File: config.mk
export PLATFORM = sky130hd
export DESIGN_NAME = rackbus_splice_top
export DESIGN_NICKNAME = d
export VERILOG_FILES = /design/src/hdl/rackbus_pkg.sv /design/src/hdl/splice_hold_if.sv /design/src/hdl/cmd_holding.sv /design/src/hdl/cmd_splice.sv /design/src/hdl/rackbus_splice_top.sv
export SDC_FILE = /design/constraint.sdc
export NUM_CORES = 1
export LEC_CHECK = 0
export BUFFER_PORTS_ARGS = -buffer_cell sky130_fd_sc_hd__buf_2
export CAP_MARGIN = 5
export CORE_MARGIN = 1.5
export CORE_UTILIZATION = 40
export CTS_CLUSTER_DIAMETER = 40
export CTS_CLUSTER_SIZE = 16
export DETAILED_ROUTE_END_ITERATION = 16
export PLACE_DENSITY = 0.84
export SYNTH_ARGS = -nofsm -noshare
export SYNTH_HDL_FRONTEND = slang
export SYNTH_SLANG_ARGS = --single-unit
export TNS_END_PERCENT = 30
File: constraint.sdc
create_clock -name sysclk_i -period 3.35 [get_ports sysclk_i]
set_input_delay 0.335 -clock sysclk_i [delete_from_list [all_inputs] [get_ports sysclk_i]]
set_output_delay 0.335 -clock sysclk_i [all_outputs]
set_load 0.03 [all_outputs]
File: src/hdl/rackbus_pkg.sv
`default_nettype none

package rackbus_pkg;

    // full command word width
    localparam int CMD_BITS = 32;

    // frame timing: one command word per 8 sysclk cycles
    localparam int FRAME_LEN        = 8;
    localparam int PHASE_BITS       = $clog2(FRAME_LEN);
    // local values get sampled here
    localparam int PRECAPTURE_PHASE = 6;
    // spliced word goes out here
    localparam int CAPTURE_PHASE    = 7;

    // field widths
    localparam int RUNCMD_BITS    = 2;
    localparam int MODE1TYPE_BITS = 2;
    localparam int MODE1DATA_BITS = 8;
    localparam int TRIG_BITS      = 15;

    // command word layout
    //   31     ignore
    //   30     pps
    //   29:28  runcmd
    //   27:26  mode1 type
    //   25:18  mode1 data
    //   17:16  reserved, always zero
    //   15     trigger valid
    //   14:0   trigger
    localparam int IGNORE_BIT    = 31;
    localparam int PPS_BIT       = 30;
    localparam int RUNCMD_LSB    = 28;
    localparam int MODE1TYPE_LSB = 26;
    localparam int MODE1DATA_LSB = 18;
    localparam int TRIGVALID_BIT = 15;
    localparam int TRIG_LSB      = 0;

    // run commands
    typedef enum logic [RUNCMD_BITS-1:0] {
        RUNCMD_NOOP  = 2'd0,
        RUNCMD_SYNC  = 2'd1,
        RUNCMD_RESET = 2'd2,
        RUNCMD_STOP  = 2'd3
    } runcmd_e;

    // mode1 data types
    typedef enum logic [MODE1TYPE_BITS-1:0] {
        MODE1_SPECIAL = 2'd0,
        MODE1_FWU     = 2'd1,
        MODE1_DATA    = 2'd2,
        MODE1_CTRL    = 2'd3
    } mode1type_e;

    // special codes, only meaningful with MODE1_SPECIAL
    localparam logic [MODE1DATA_BITS-1:0] MODE1_NOOP     = 8'h00;
    // end-of-upload marker for the firmware stream
    localparam logic [MODE1DATA_BITS-1:0] MODE1_MARK_FWU = 8'h01;

endpackage

`default_nettype wire

File: src/hdl/splice_hold_if.sv
`timescale 1ns/1ps
`default_nettype none

interface splice_hold_if;
    import rackbus_pkg::*;

    // frame strobes, registered in the holding block
    logic                      precapture;
    logic                      capture;

    // held mode1 field, always a valid type/data pair
    logic [MODE1DATA_BITS-1:0] mode1data_hold;
    mode1type_e                mode1type_hold;
    // which source filled the mode1 hold, at most one set
    logic                      hold_mode1;
    logic                      hold_fwu;
    logic                      hold_mark;

    // held run command, NOOP when nothing local
    runcmd_e                   runcmd_hold;
    logic                      hold_runcmd;

    modport holder (
        output precapture, capture,
        output mode1data_hold, mode1type_hold,
        output hold_mode1, hold_fwu, hold_mark,
        output runcmd_hold, hold_runcmd
    );

    modport splicer (
        input precapture, capture,
        input mode1data_hold, mode1type_hold,
        input hold_mode1, hold_fwu, hold_mark,
        input runcmd_hold, hold_runcmd
    );

endinterface

`default_nettype wire

File: src/hdl/cmd_holding.sv
`timescale 1ns/1ps
`default_nettype none

module cmd_holding (
    input  wire logic                                    sysclk_i,
    input  wire logic                                    reset_i,
    input  wire logic                                    sync_i,
    // local mode1 stream
    input  wire logic                                    mode1_tvalid_i,
    input  wire logic [rackbus_pkg::MODE1DATA_BITS-1:0]  mode1_tdata_i,
    input  wire rackbus_pkg::mode1type_e                 mode1_tuser_i,
    // firmware upload bytes and end mark request
    input  wire logic                                    fw_tvalid_i,
    input  wire logic [rackbus_pkg::MODE1DATA_BITS-1:0]  fw_tdata_i,
    input  wire logic                                    fw_mark_i,
    // local run commands
    input  wire logic                                    runcmd_tvalid_i,
    input  wire rackbus_pkg::runcmd_e                    runcmd_tdata_i,
    splice_hold_if.holder                                hold_o
);
    import rackbus_pkg::*;

    // position inside the current frame
    logic [PHASE_BITS-1:0] phase;
    logic [PHASE_BITS-1:0] phase_nxt;

    // sync realigns so that the following cycle is phase 1
    always_comb begin
        if (sync_i) begin
            phase_nxt = PHASE_BITS'(1);
        end else if (phase == PHASE_BITS'(FRAME_LEN - 1)) begin
            phase_nxt = '0;
        end else begin
            phase_nxt = phase + PHASE_BITS'(1);
        end
    end

    // phase counter and strobes
    // strobes come from the next phase so they line up exactly with
    // phase 6 and 7 even right after a sync realignment
    always_ff @(posedge sysclk_i) begin
        if (reset_i) begin
            phase             <= '0;
            hold_o.precapture <= 1'b0;
            hold_o.capture    <= 1'b0;
        end else begin
            phase             <= phase_nxt;
            hold_o.precapture <= (phase_nxt == PHASE_BITS'(PRECAPTURE_PHASE));
            hold_o.capture    <= (phase_nxt == PHASE_BITS'(CAPTURE_PHASE));
        end
    end

    // holding registers, reloaded every frame at the end of precapture
    // a value that got displaced by a higher source just gets
    // sampled again next frame, since its valid stays up
    always_ff @(posedge sysclk_i) begin
        if (reset_i) begin
            hold_o.mode1data_hold <= MODE1_NOOP;
            hold_o.mode1type_hold <= MODE1_SPECIAL;
            hold_o.hold_mode1     <= 1'b0;
            hold_o.hold_mark      <= 1'b0;
            hold_o.hold_fwu       <= 1'b0;
            hold_o.runcmd_hold    <= RUNCMD_NOOP;
            hold_o.hold_runcmd    <= 1'b0;
        end else if (hold_o.precapture) begin
            // mode1 field priority: mode1 stream, mark, fw byte, noop
            if (mode1_tvalid_i) begin
                hold_o.mode1data_hold <= mode1_tdata_i;
                hold_o.mode1type_hold <= mode1_tuser_i;
            end else if (fw_mark_i) begin
                hold_o.mode1data_hold <= MODE1_MARK_FWU;
                hold_o.mode1type_hold <= MODE1_SPECIAL;
            end else if (fw_tvalid_i) begin
                hold_o.mode1data_hold <= fw_tdata_i;
                hold_o.mode1type_hold <= MODE1_FWU;
            end else begin
                hold_o.mode1data_hold <= MODE1_NOOP;
                hold_o.mode1type_hold <= MODE1_SPECIAL;
            end

            // exclusive source flags, same priority as above
            hold_o.hold_mode1 <= mode1_tvalid_i;
            hold_o.hold_mark  <= fw_mark_i && !mode1_tvalid_i;
            hold_o.hold_fwu   <= fw_tvalid_i && !fw_mark_i && !mode1_tvalid_i;

            // runcmd has only one local source
            if (runcmd_tvalid_i) begin
                hold_o.runcmd_hold <= runcmd_tdata_i;
            end else begin
                hold_o.runcmd_hold <= RUNCMD_NOOP;
            end
            hold_o.hold_runcmd <= runcmd_tvalid_i;
        end
    end

endmodule

`default_nettype wire

File: src/hdl/cmd_splice.sv
`timescale 1ns/1ps
`default_nettype none

module cmd_splice (
    input  wire logic                               sysclk_i,
    input  wire logic                               reset_i,
    // remote master word
    input  wire logic [rackbus_pkg::CMD_BITS-1:0]   command_i,
    input  wire logic                               command_locked_i,
    // local trigger, no ready: goes out whenever remote leaves room
    input  wire logic                               trig_tvalid_i,
    input  wire logic [rackbus_pkg::TRIG_BITS-1:0]  trig_tdata_i,
    // local pps
    input  wire logic                               tfio_pps_i,
    input  wire logic                               use_tfio_pps_i,
    splice_hold_if.splicer                          hold_i,
    output logic      [rackbus_pkg::CMD_BITS-1:0]   spliced_o,
    // one-cycle acknowledges, in the cycle after capture
    output logic                                    mode1_tready_o,
    output logic                                    fw_tready_o,
    output logic                                    fw_marked_o,
    output logic                                    runcmd_tready_o
);
    import rackbus_pkg::*;

    // remote fields
    logic                      remote_ignore;
    logic                      remote_pps;
    runcmd_e                   remote_runcmd;
    mode1type_e                remote_mode1type;
    logic [MODE1DATA_BITS-1:0] remote_mode1data;
    logic                      remote_trigvalid;
    logic [TRIG_BITS-1:0]      remote_trig;

    // field ownership
    logic                      mode1_free;
    logic                      runcmd_free;
    logic                      turf_trig_valid;
    logic                      turf_pps;

    // local pps, live or seen earlier this frame
    logic                      pps_seen;
    logic                      tfio_pps;
    logic                      local_pending;

    assign remote_ignore    = command_i[IGNORE_BIT];
    assign remote_pps       = command_i[PPS_BIT];
    assign remote_runcmd    = runcmd_e'(command_i[RUNCMD_LSB +: RUNCMD_BITS]);
    assign remote_mode1type = mode1type_e'(command_i[MODE1TYPE_LSB +: MODE1TYPE_BITS]);
    assign remote_mode1data = command_i[MODE1DATA_LSB +: MODE1DATA_BITS];
    assign remote_trigvalid = command_i[TRIGVALID_BIT];
    assign remote_trig      = command_i[TRIG_LSB +: TRIG_BITS];

    // mode1 is free when unlocked, ignored, or the type/data pair
    // differs from SPECIAL/NOOP
    // note the inverted sense: an idle remote SPECIAL/NOOP counts as busy
    assign mode1_free = !command_locked_i || remote_ignore ||
                        (remote_mode1type != MODE1_SPECIAL) ||
                        (remote_mode1data != MODE1_NOOP);

    // runcmd is free unless a locked, live remote runcmd is present
    assign runcmd_free = !command_locked_i || remote_ignore ||
                         (remote_runcmd == RUNCMD_NOOP);

    // remote trigger has the bottom half whenever it is valid
    assign turf_trig_valid = command_locked_i && remote_trigvalid;

    // pps source select
    assign turf_pps = remote_pps && command_locked_i && !remote_ignore;
    assign tfio_pps = tfio_pps_i || pps_seen;

    // anything local that has to make it out this frame
    assign local_pending = hold_i.hold_mode1 || hold_i.hold_fwu || hold_i.hold_mark ||
                           hold_i.hold_runcmd || (tfio_pps && use_tfio_pps_i);

    // word assembly, reserved bits stay zero
    always_comb begin
        spliced_o = '0;
        spliced_o[IGNORE_BIT] = (remote_ignore || !command_locked_i) && !local_pending;
        spliced_o[PPS_BIT]    = use_tfio_pps_i ? tfio_pps : turf_pps;
        spliced_o[RUNCMD_LSB +: RUNCMD_BITS] =
            runcmd_free ? hold_i.runcmd_hold : remote_runcmd;
        spliced_o[MODE1TYPE_LSB +: MODE1TYPE_BITS] =
            mode1_free ? hold_i.mode1type_hold : remote_mode1type;
        spliced_o[MODE1DATA_LSB +: MODE1DATA_BITS] =
            mode1_free ? hold_i.mode1data_hold : remote_mode1data;
        spliced_o[TRIGVALID_BIT] = turf_trig_valid || trig_tvalid_i;
        spliced_o[TRIG_LSB +: TRIG_BITS] = turf_trig_valid ? remote_trig : trig_tdata_i;
    end

    // pps latch, a pulse anywhere in the frame survives to capture
    always_ff @(posedge sysclk_i) begin
        if (reset_i) begin
            pps_seen <= 1'b0;
        end else if (hold_i.capture) begin
            pps_seen <= 1'b0;
        end else if (tfio_pps_i) begin
            pps_seen <= 1'b1;
        end
    end

    // acknowledge only what actually went out at capture
    always_ff @(posedge sysclk_i) begin
        if (reset_i) begin
            mode1_tready_o  <= 1'b0;
            fw_tready_o     <= 1'b0;
            fw_marked_o     <= 1'b0;
            runcmd_tready_o <= 1'b0;
        end else begin
            mode1_tready_o  <= hold_i.capture && hold_i.hold_mode1 && mode1_free;
            fw_tready_o     <= hold_i.capture && hold_i.hold_fwu && mode1_free;
            fw_marked_o     <= hold_i.capture && hold_i.hold_mark && mode1_free;
            runcmd_tready_o <= hold_i.capture && hold_i.hold_runcmd && runcmd_free;
        end
    end

endmodule

`default_nettype wire

File: src/hdl/rackbus_splice_top.sv
`timescale 1ns/1ps
`default_nettype none

module rackbus_splice_top (
    input  wire logic                                     sysclk_i,
    input  wire logic                                     reset_i,
    input  wire logic                                     sync_i,
    // remote master word
    input  wire logic [rackbus_pkg::CMD_BITS-1:0]         command_i,
    input  wire logic                                     command_locked_i,
    // mode1 stream
    input  wire logic                                     mode1_tvalid_i,
    input  wire logic [rackbus_pkg::MODE1DATA_BITS-1:0]   mode1_tdata_i,
    input  wire logic [rackbus_pkg::MODE1TYPE_BITS-1:0]   mode1_tuser_i,
    output logic                                          mode1_tready_o,
    // firmware upload
    input  wire logic                                     fw_tvalid_i,
    input  wire logic [rackbus_pkg::MODE1DATA_BITS-1:0]   fw_tdata_i,
    output logic                                          fw_tready_o,
    input  wire logic                                     fw_mark_i,
    output logic                                          fw_marked_o,
    // run commands
    input  wire logic                                     runcmd_tvalid_i,
    input  wire logic [rackbus_pkg::RUNCMD_BITS-1:0]      runcmd_tdata_i,
    output logic                                          runcmd_tready_o,
    // triggers
    input  wire logic                                     trig_tvalid_i,
    input  wire logic [rackbus_pkg::TRIG_BITS-1:0]        trig_tdata_i,
    // pps
    input  wire logic                                     tfio_pps_i,
    input  wire logic                                     use_tfio_pps_i,
    // merged word
    output logic      [rackbus_pkg::CMD_BITS-1:0]         spliced_o
);
    import rackbus_pkg::*;

    // held values and strobes between the two halves
    splice_hold_if hold_bus ();

    // frame timing and local sampling
    cmd_holding u_hold (
        .sysclk_i        (sysclk_i),
        .reset_i         (reset_i),
        .sync_i          (sync_i),
        .mode1_tvalid_i  (mode1_tvalid_i),
        .mode1_tdata_i   (mode1_tdata_i),
        .mode1_tuser_i   (mode1type_e'(mode1_tuser_i)),
        .fw_tvalid_i     (fw_tvalid_i),
        .fw_tdata_i      (fw_tdata_i),
        .fw_mark_i       (fw_mark_i),
        .runcmd_tvalid_i (runcmd_tvalid_i),
        .runcmd_tdata_i  (runcmd_e'(runcmd_tdata_i)),
        .hold_o          (hold_bus.holder)
    );

    // merge with the remote word
    cmd_splice u_splice (
        .sysclk_i         (sysclk_i),
        .reset_i          (reset_i),
        .command_i        (command_i),
        .command_locked_i (command_locked_i),
        .trig_tvalid_i    (trig_tvalid_i),
        .trig_tdata_i     (trig_tdata_i),
        .tfio_pps_i       (tfio_pps_i),
        .use_tfio_pps_i   (use_tfio_pps_i),
        .hold_i           (hold_bus.splicer),
        .spliced_o        (spliced_o),
        .mode1_tready_o   (mode1_tready_o),
        .fw_tready_o      (fw_tready_o),
        .fw_marked_o      (fw_marked_o),
        .runcmd_tready_o  (runcmd_tready_o)
    );

endmodule

`default_nettype wire

==> report_table.html <==
<table>
<tr><th>Metric</th><th>Value</th></tr>
<tr><th colspan="2">STA</th></tr>
<tr><td>Least setup slack across all paths after layout</td><td>1.26 ns</td></tr>
<tr><td>Tcrit/Tclk final</td><td>0.622</td></tr>
<tr><td>Final critical-path required period</td><td>2.09 ns</td></tr>
<tr><td>Worst Skew</td><td>0.00546 ns</td></tr>
<tr><td>Actual slew at the worst max-slew pin</td><td>0.640 ns</td></tr>
<tr><td>Highest Clock Rate</td><td>480 MHz</td></tr>
<tr><td>Sum of negative setup slack</td><td>0 ns</td></tr>
<tr><td>Final Slew Violations</td><td>0</td></tr>
<tr><td>Unrepaired setup endpoints after global routing</td><td>false</td></tr>
<tr><td>Final hold viol count</td><td>0</td></tr>
<tr><td>Final setup fails</td><td>0</td></tr>
<tr><td>Worst rel slew slack</td><td>0.572</td></tr>
<tr><th colspan="2">GRT</th></tr>
<tr><td>Number of antenna violations at the first check in global routing</td><td>0</td></tr>
<tr><td>Via count of the first global-routing pass</td><td>1158</td></tr>
<tr><td>Wire length of the first global-routing pass</td><td>4800 um</td></tr>
<tr><td>Overflow after GRT</td><td>0</td></tr>
<tr><td>GRT Resource Usage Total</td><td>0.173</td></tr>
<tr><td>Pin count of the biggest net entering global routing</td><td>23</td></tr>
<tr><th colspan="2">Power and ir drop</th></tr>
<tr><td>Power Dens Cells</td><td>347 nW/um^2</td></tr>
<tr><td>Sw Share</td><td>0.254</td></tr>
<tr><td>Worst voltage drop across the vdd grid</td><td>395 uV</td></tr>
<tr><td>Leakage power summed over all cells</td><td>0.956 nW</td></tr>
<tr><td>Proportion of power drawn by flip-flops and latches</td><td>0.471</td></tr>
<tr><td>Combinational Power Share</td><td>0.215</td></tr>
<tr><td>Internal power component</td><td>0.497 mW</td></tr>
<tr><td>Fraction of power consumed by the clock network</td><td>0.315</td></tr>
<tr><td>Net switching power figure</td><td>0.169 mW</td></tr>
<tr><td>Overall power</td><td>0.666 mW</td></tr>
<tr><th colspan="2">CTS</th></tr>
<tr><td>CTS clk-pin slew, worst paths</td><td>0.13 ns</td></tr>
<tr><td>Buffers inserted by post-CTS timing repair</td><td>0</td></tr>
<tr><td>Hold Buf Count CTS</td><td>0</td></tr>
<tr><td>Number of buffers on the longest clock path</td><td>2</td></tr>
<tr><td>TritonCTS clock tree</td><td>done</td></tr>
<tr><td>Clock tree root buffer cell</td><td>sky130_fd_sc_hd__clkbuf_4</td></tr>
<tr><td>Clock latency on the worst-skew pair</td><td>0.32 ns</td></tr>
<tr><td>Count of clock tree sinks</td><td>26</td></tr>
<tr><td>Number of buffers created by CTS</td><td>3</td></tr>
<tr><td>Total of cells resized after clock tree synthesis</td><td>0</td></tr>
<tr><td>H-tree depth</td><td>1</td></tr>
<tr><th colspan="2">Synth</th></tr>
<tr><td>Fraction of the yosys area taken by sequential cells</td><td>0.396</td></tr>
<tr><td>Synthesized instance count</td><td>140</td></tr>
<tr><td>Count of state elements after synthesis</td><td>26</td></tr>
<tr><td>Cell area after synthesis</td><td>1310 sq um</td></tr>
<tr><td>Mapped Avg Cell Area</td><td>9.38 sq um</td></tr>
<tr><td>Number of library cell types mapped by synthesis</td><td>33</td></tr>
<tr><td>Ys Warns</td><td>0</td></tr>
<tr><th colspan="2">Route</th></tr>
<tr><td>Detailed route wirelength on metal3</td><td>168 um</td></tr>
<tr><td>Average wire per cell in the routed design</td><td>11.9 um</td></tr>
<tr><td>Number of iterations in the first detailed-routing pass</td><td>4</td></tr>
<tr><td>DR vias/cell</td><td>4.71</td></tr>
<tr><td>Total Routed Length</td><td>3440 um</td></tr>
<tr><td>Drc violations</td><td>0</td></tr>
<tr><td>Iter 0 DRT Violations</td><td>41</td></tr>
<tr><td>Number of vias in the routed layout</td><td>1357</td></tr>
<tr><td>DRT antenna net count</td><td>0</td></tr>
<tr><td>Detailed route wirelength on metal2</td><td>1850 um</td></tr>
<tr><td>Uppermost layer routed</td><td>met4</td></tr>
<tr><td>Routed length on met1</td><td>1380 um</td></tr>
<tr><th colspan="2">Placement</th></tr>
<tr><td>Port bufs</td><td>109</td></tr>
<tr><td>Setup slack after placement</td><td>1.25 ns</td></tr>
<tr><td>Hpwl dp</td><td>2830 um</td></tr>
<tr><td>Number of placed cells counting well taps</td><td>284</td></tr>
<tr><td>Routability Congestion</td><td>0.789</td></tr>
<tr><th colspan="2">Worst setup path</th></tr>
<tr><td>Stage delay of the slowest cell on the critical path</td><td>0.44 ns</td></tr>
<tr><td>Sum of buffers and inverters on the critical path</td><td>2</td></tr>
<tr><td>Cell repeated most along the worst path</td><td>sky130_fd_sc_hd__buf_2</td></tr>
<tr><td>Crit end category</td><td>primary output</td></tr>
<tr><td>Category of cells accounting for the largest share of critical-path delay</td><td>simple AND/OR/NAND/NOR gates</td></tr>
<tr><td>Critical path required time</td><td>3.01 ns</td></tr>
<tr><td>Slowest CP cell</td><td>sky130_fd_sc_hd__nand4_1</td></tr>
<tr><td>CP max FO</td><td>13</td></tr>
<tr><td>Crit Path Category</td><td>input port to primary output</td></tr>
<tr><td>CP cell instances</td><td>buf_2, nor2b_1, nand4_1, and2_1, buf_2</td></tr>
<tr><td>Startpoint Class</td><td>input port</td></tr>
<tr><td>Worst Path Arrival</td><td>1.75 ns</td></tr>
<tr><th colspan="2">Floorplan</th></tr>
<tr><td>Initial core utilization</td><td>0.427</td></tr>
<tr><td>Area of the die</td><td>3640 sq um</td></tr>
<tr><td>Number of placement rows</td><td>20</td></tr>
<tr><td>I/O pin total</td><td>114</td></tr>
<tr><td>Height of the chip</td><td>60.3 um</td></tr>
<tr><td>Placeable core region</td><td>3080 sq um</td></tr>
<tr><td>DIE WIDTH</td><td>60.3 um</td></tr>
<tr><th colspan="2">Cells and area</th></tr>
<tr><td>Share of post-route cells with drive strength above 1</td><td>0.545</td></tr>
<tr><td>Number of filler instances in the final layout</td><td>288</td></tr>
<tr><td>Diodes inserted</td><td>0</td></tr>
<tr><td>Count of placed standard cells in the final layout, fillers left out</td><td>288</td></tr>
<tr><td>Layout overhead on the synthesized area</td><td>45.9%</td></tr>
<tr><td>Number of nets at the end of the flow</td><td>325</td></tr>
<tr><td>Total area of multi-input combinational cells</td><td>739 sq um</td></tr>
<tr><td>Storage element area</td><td>520 sq um</td></tr>
<tr><td>Final core occ</td><td>0.623</td></tr>
<tr><th colspan="2">Outcome</th></tr>
<tr><td>Run status</td><td>complete, no violations</td></tr>
<tr><th colspan="2">Min path</th></tr>
<tr><td>Class of the tightest hold or removal check</td><td>input port to register</td></tr>
<tr><th colspan="2">Flow run</th></tr>
<tr><td>Max cap viols</td><td>0</td></tr>
</table>
==> path summary, 6_finish.rpt <==
kind                                  startpoint                                           end  slack [ns]  depth (start not counted)
max                             command_locked_i                                 spliced_o[22]        1.26                          5
min reg2reg     u_hold.hold_o.capture$_SDFF_PP0_                u_splice.pps_seen$_SDFFE_PP0P_        0.44                          1
max reg2reg  u_hold.hold_o.precapture$_SDFF_PP0_  u_hold.hold_o.mode1data_hold[6]$_SDFFE_PP0P_        1.85                          3
min                                fw_tdata_i[3]  u_hold.hold_o.mode1data_hold[3]$_SDFFE_PP0P_        0.21                          2
==> layer usage <==
metal  track usage  up-vias
met5             0        -
met4        0.0349        0
met3        0.0455        7
met2         0.314       35
met1         0.205      607
li1              -      708
==> through the flow <==
step	cell area (sq um)	hold slack [ns]
2_1_floorplan	1320	0.392
3_5_place_dp	1860	0.414
3_3_place_gp	1860	0.412
6_report	1920	0.207
4_1_cts	1920	0.196
5_1_grt	1920	0.179
==> cell usage after synthesis <==
| cell type | number | area share |
|---|---|---|
| sky130_fd_sc_hd__dfxtp_1 | 26 | 0.40 |
| sky130_fd_sc_hd__mux2_2 | 15 | 0.13 |
| sky130_fd_sc_hd__and2_1 | 10 | 0.048 |
| sky130_fd_sc_hd__nand2_1 | 10 | 0.029 |
| sky130_fd_sc_hd__nor2_1 | 10 | 0.029 |
| sky130_fd_sc_hd__a22oi_1 | 8 | 0.046 |
| sky130_fd_sc_hd__buf_2 | 7 | 0.027 |
| sky130_fd_sc_hd__o2bb2ai_1 | 7 | 0.047 |
| sky130_fd_sc_hd__a21oi_1 | 5 | 0.019 |
| sky130_fd_sc_hd__and3_1 | 5 | 0.024 |
| sky130_fd_sc_hd__nand3_1 | 3 | 0.011 |
| sky130_fd_sc_hd__nor2b_1 | 3 | 0.014 |
| sky130_fd_sc_hd__nor4_1 | 3 | 0.014 |
| sky130_fd_sc_hd__o21ai_0 | 3 | 0.011 |
| sky130_fd_sc_hd__a22o_1 | 2 | 0.013 |
| sky130_fd_sc_hd__buf_4 | 2 | 0.011 |
| sky130_fd_sc_hd__ha_1 | 2 | 0.019 |
| sky130_fd_sc_hd__nand2b_1 | 2 | 0.0095 |
| sky130_fd_sc_hd__nand3b_1 | 2 | 0.011 |
| sky130_fd_sc_hd__nor3b_1 | 2 | 0.011 |
| sky130_fd_sc_hd__a211o_2 | 1 | 0.0076 |
| sky130_fd_sc_hd__a311oi_1 | 1 | 0.0067 |
| sky130_fd_sc_hd__and2_2 | 1 | 0.0057 |
| sky130_fd_sc_hd__and4bb_2 | 1 | 0.0095 |
| sky130_fd_sc_hd__clkbuf_1 | 1 | 0.0029 |
| sky130_fd_sc_hd__conb_1 | 1 | 0.0029 |
| sky130_fd_sc_hd__inv_1 | 1 | 0.0029 |
| sky130_fd_sc_hd__mux2i_1 | 1 | 0.0076 |
| sky130_fd_sc_hd__nand4_1 | 1 | 0.0048 |
| sky130_fd_sc_hd__nor3_1 | 1 | 0.0038 |
| sky130_fd_sc_hd__nor3_4 | 1 | 0.012 |
| sky130_fd_sc_hd__or2b_1 | 1 | 0.0057 |
| sky130_fd_sc_hd__or3b_4 | 1 | 0.0086 |
==> power groups by stage <==
stage	Combinational, mW	Clock [mW]	Sequential (mW)
2_1_floorplan	0.0806	0	0.320
3_3_place_gp	0.141	0	0.320
3_5_place_dp	0.143	0	0.320
4_1_cts	0.144	0.215	0.313
5_1_grt	0.154	0.231	0.314
6_report	0.143	0.209	0.313
==> registers in the layout (all words and copies together) (netlist names) <==
register and count:
u_hold.hold_o.runcmd_hold 2, u_hold.hold_o.hold_runcmd 1, u_hold.hold_o.hold_fwu 1, u_splice.mode1_tready_o 1, u_hold.hold_o.hold_mode1 1, u_splice.fw_marked_o 1
u_hold.hold_o.hold_mark 1, u_hold.hold_o.mode1data_hold 8, u_hold.hold_o.precapture 1, u_hold.hold_o.mode1type_hold 2, u_splice.fw_tready_o 1, u_splice.pps_seen 1
u_hold.hold_o.capture 1, u_hold.phase 3, u_splice.runcmd_tready_o 1
==> area by class of cell <==
class                   instances  share of cell area
clock buffers                   3              0.0117
inverters                       1             0.00196
repair buffers                109               0.285
flip-flops and latches         26               0.272
multi-input cells             104               0.386
well taps                      44              0.0287
clock inverters                 1              0.0157
==> cell families after synthesis <==
logic type,count (synthesis),synth area share
AND/OR/NAND/NOR,57,0.251
AO/OA/AOI/OAI,27,0.150
multiplexers,16,0.136
buffers and inverters,11,0.0438
other,1,0.00285
adder cells (fa/ha/maj),2,0.0190
flip-flops,26,0.396
==> cells in the final DEF, fill, tap and decap left out, types with 2 or more instances in the layout <==
cell type                   netlist  routed
sky130_fd_sc_hd__nor3b_1          2       2
sky130_fd_sc_hd__o21ai_0          3       3
sky130_fd_sc_hd__nand3_1          3       3
sky130_fd_sc_hd__buf_2            7     109
sky130_fd_sc_hd__nor2b_1          3       3
sky130_fd_sc_hd__ha_1             2       2
sky130_fd_sc_hd__nand3b_1         2       2
sky130_fd_sc_hd__clkbuf_4         0       3
sky130_fd_sc_hd__nand2b_1         2       2
sky130_fd_sc_hd__nor2_1          10      10
sky130_fd_sc_hd__mux2_2          15      15
sky130_fd_sc_hd__and3_1           5       5
sky130_fd_sc_hd__a22oi_1          8       8
sky130_fd_sc_hd__conb_1           1       2
sky130_fd_sc_hd__a21oi_1          5       5
sky130_fd_sc_hd__and2_1          10      10
sky130_fd_sc_hd__o2bb2ai_1        7       7
sky130_fd_sc_hd__a22o_1           2       2
sky130_fd_sc_hd__nor4_1           3       3
sky130_fd_sc_hd__nand2_1         10      10
sky130_fd_sc_hd__dfxtp_1         26      26
Note: power is estimated with default switching activity, not from simulation.
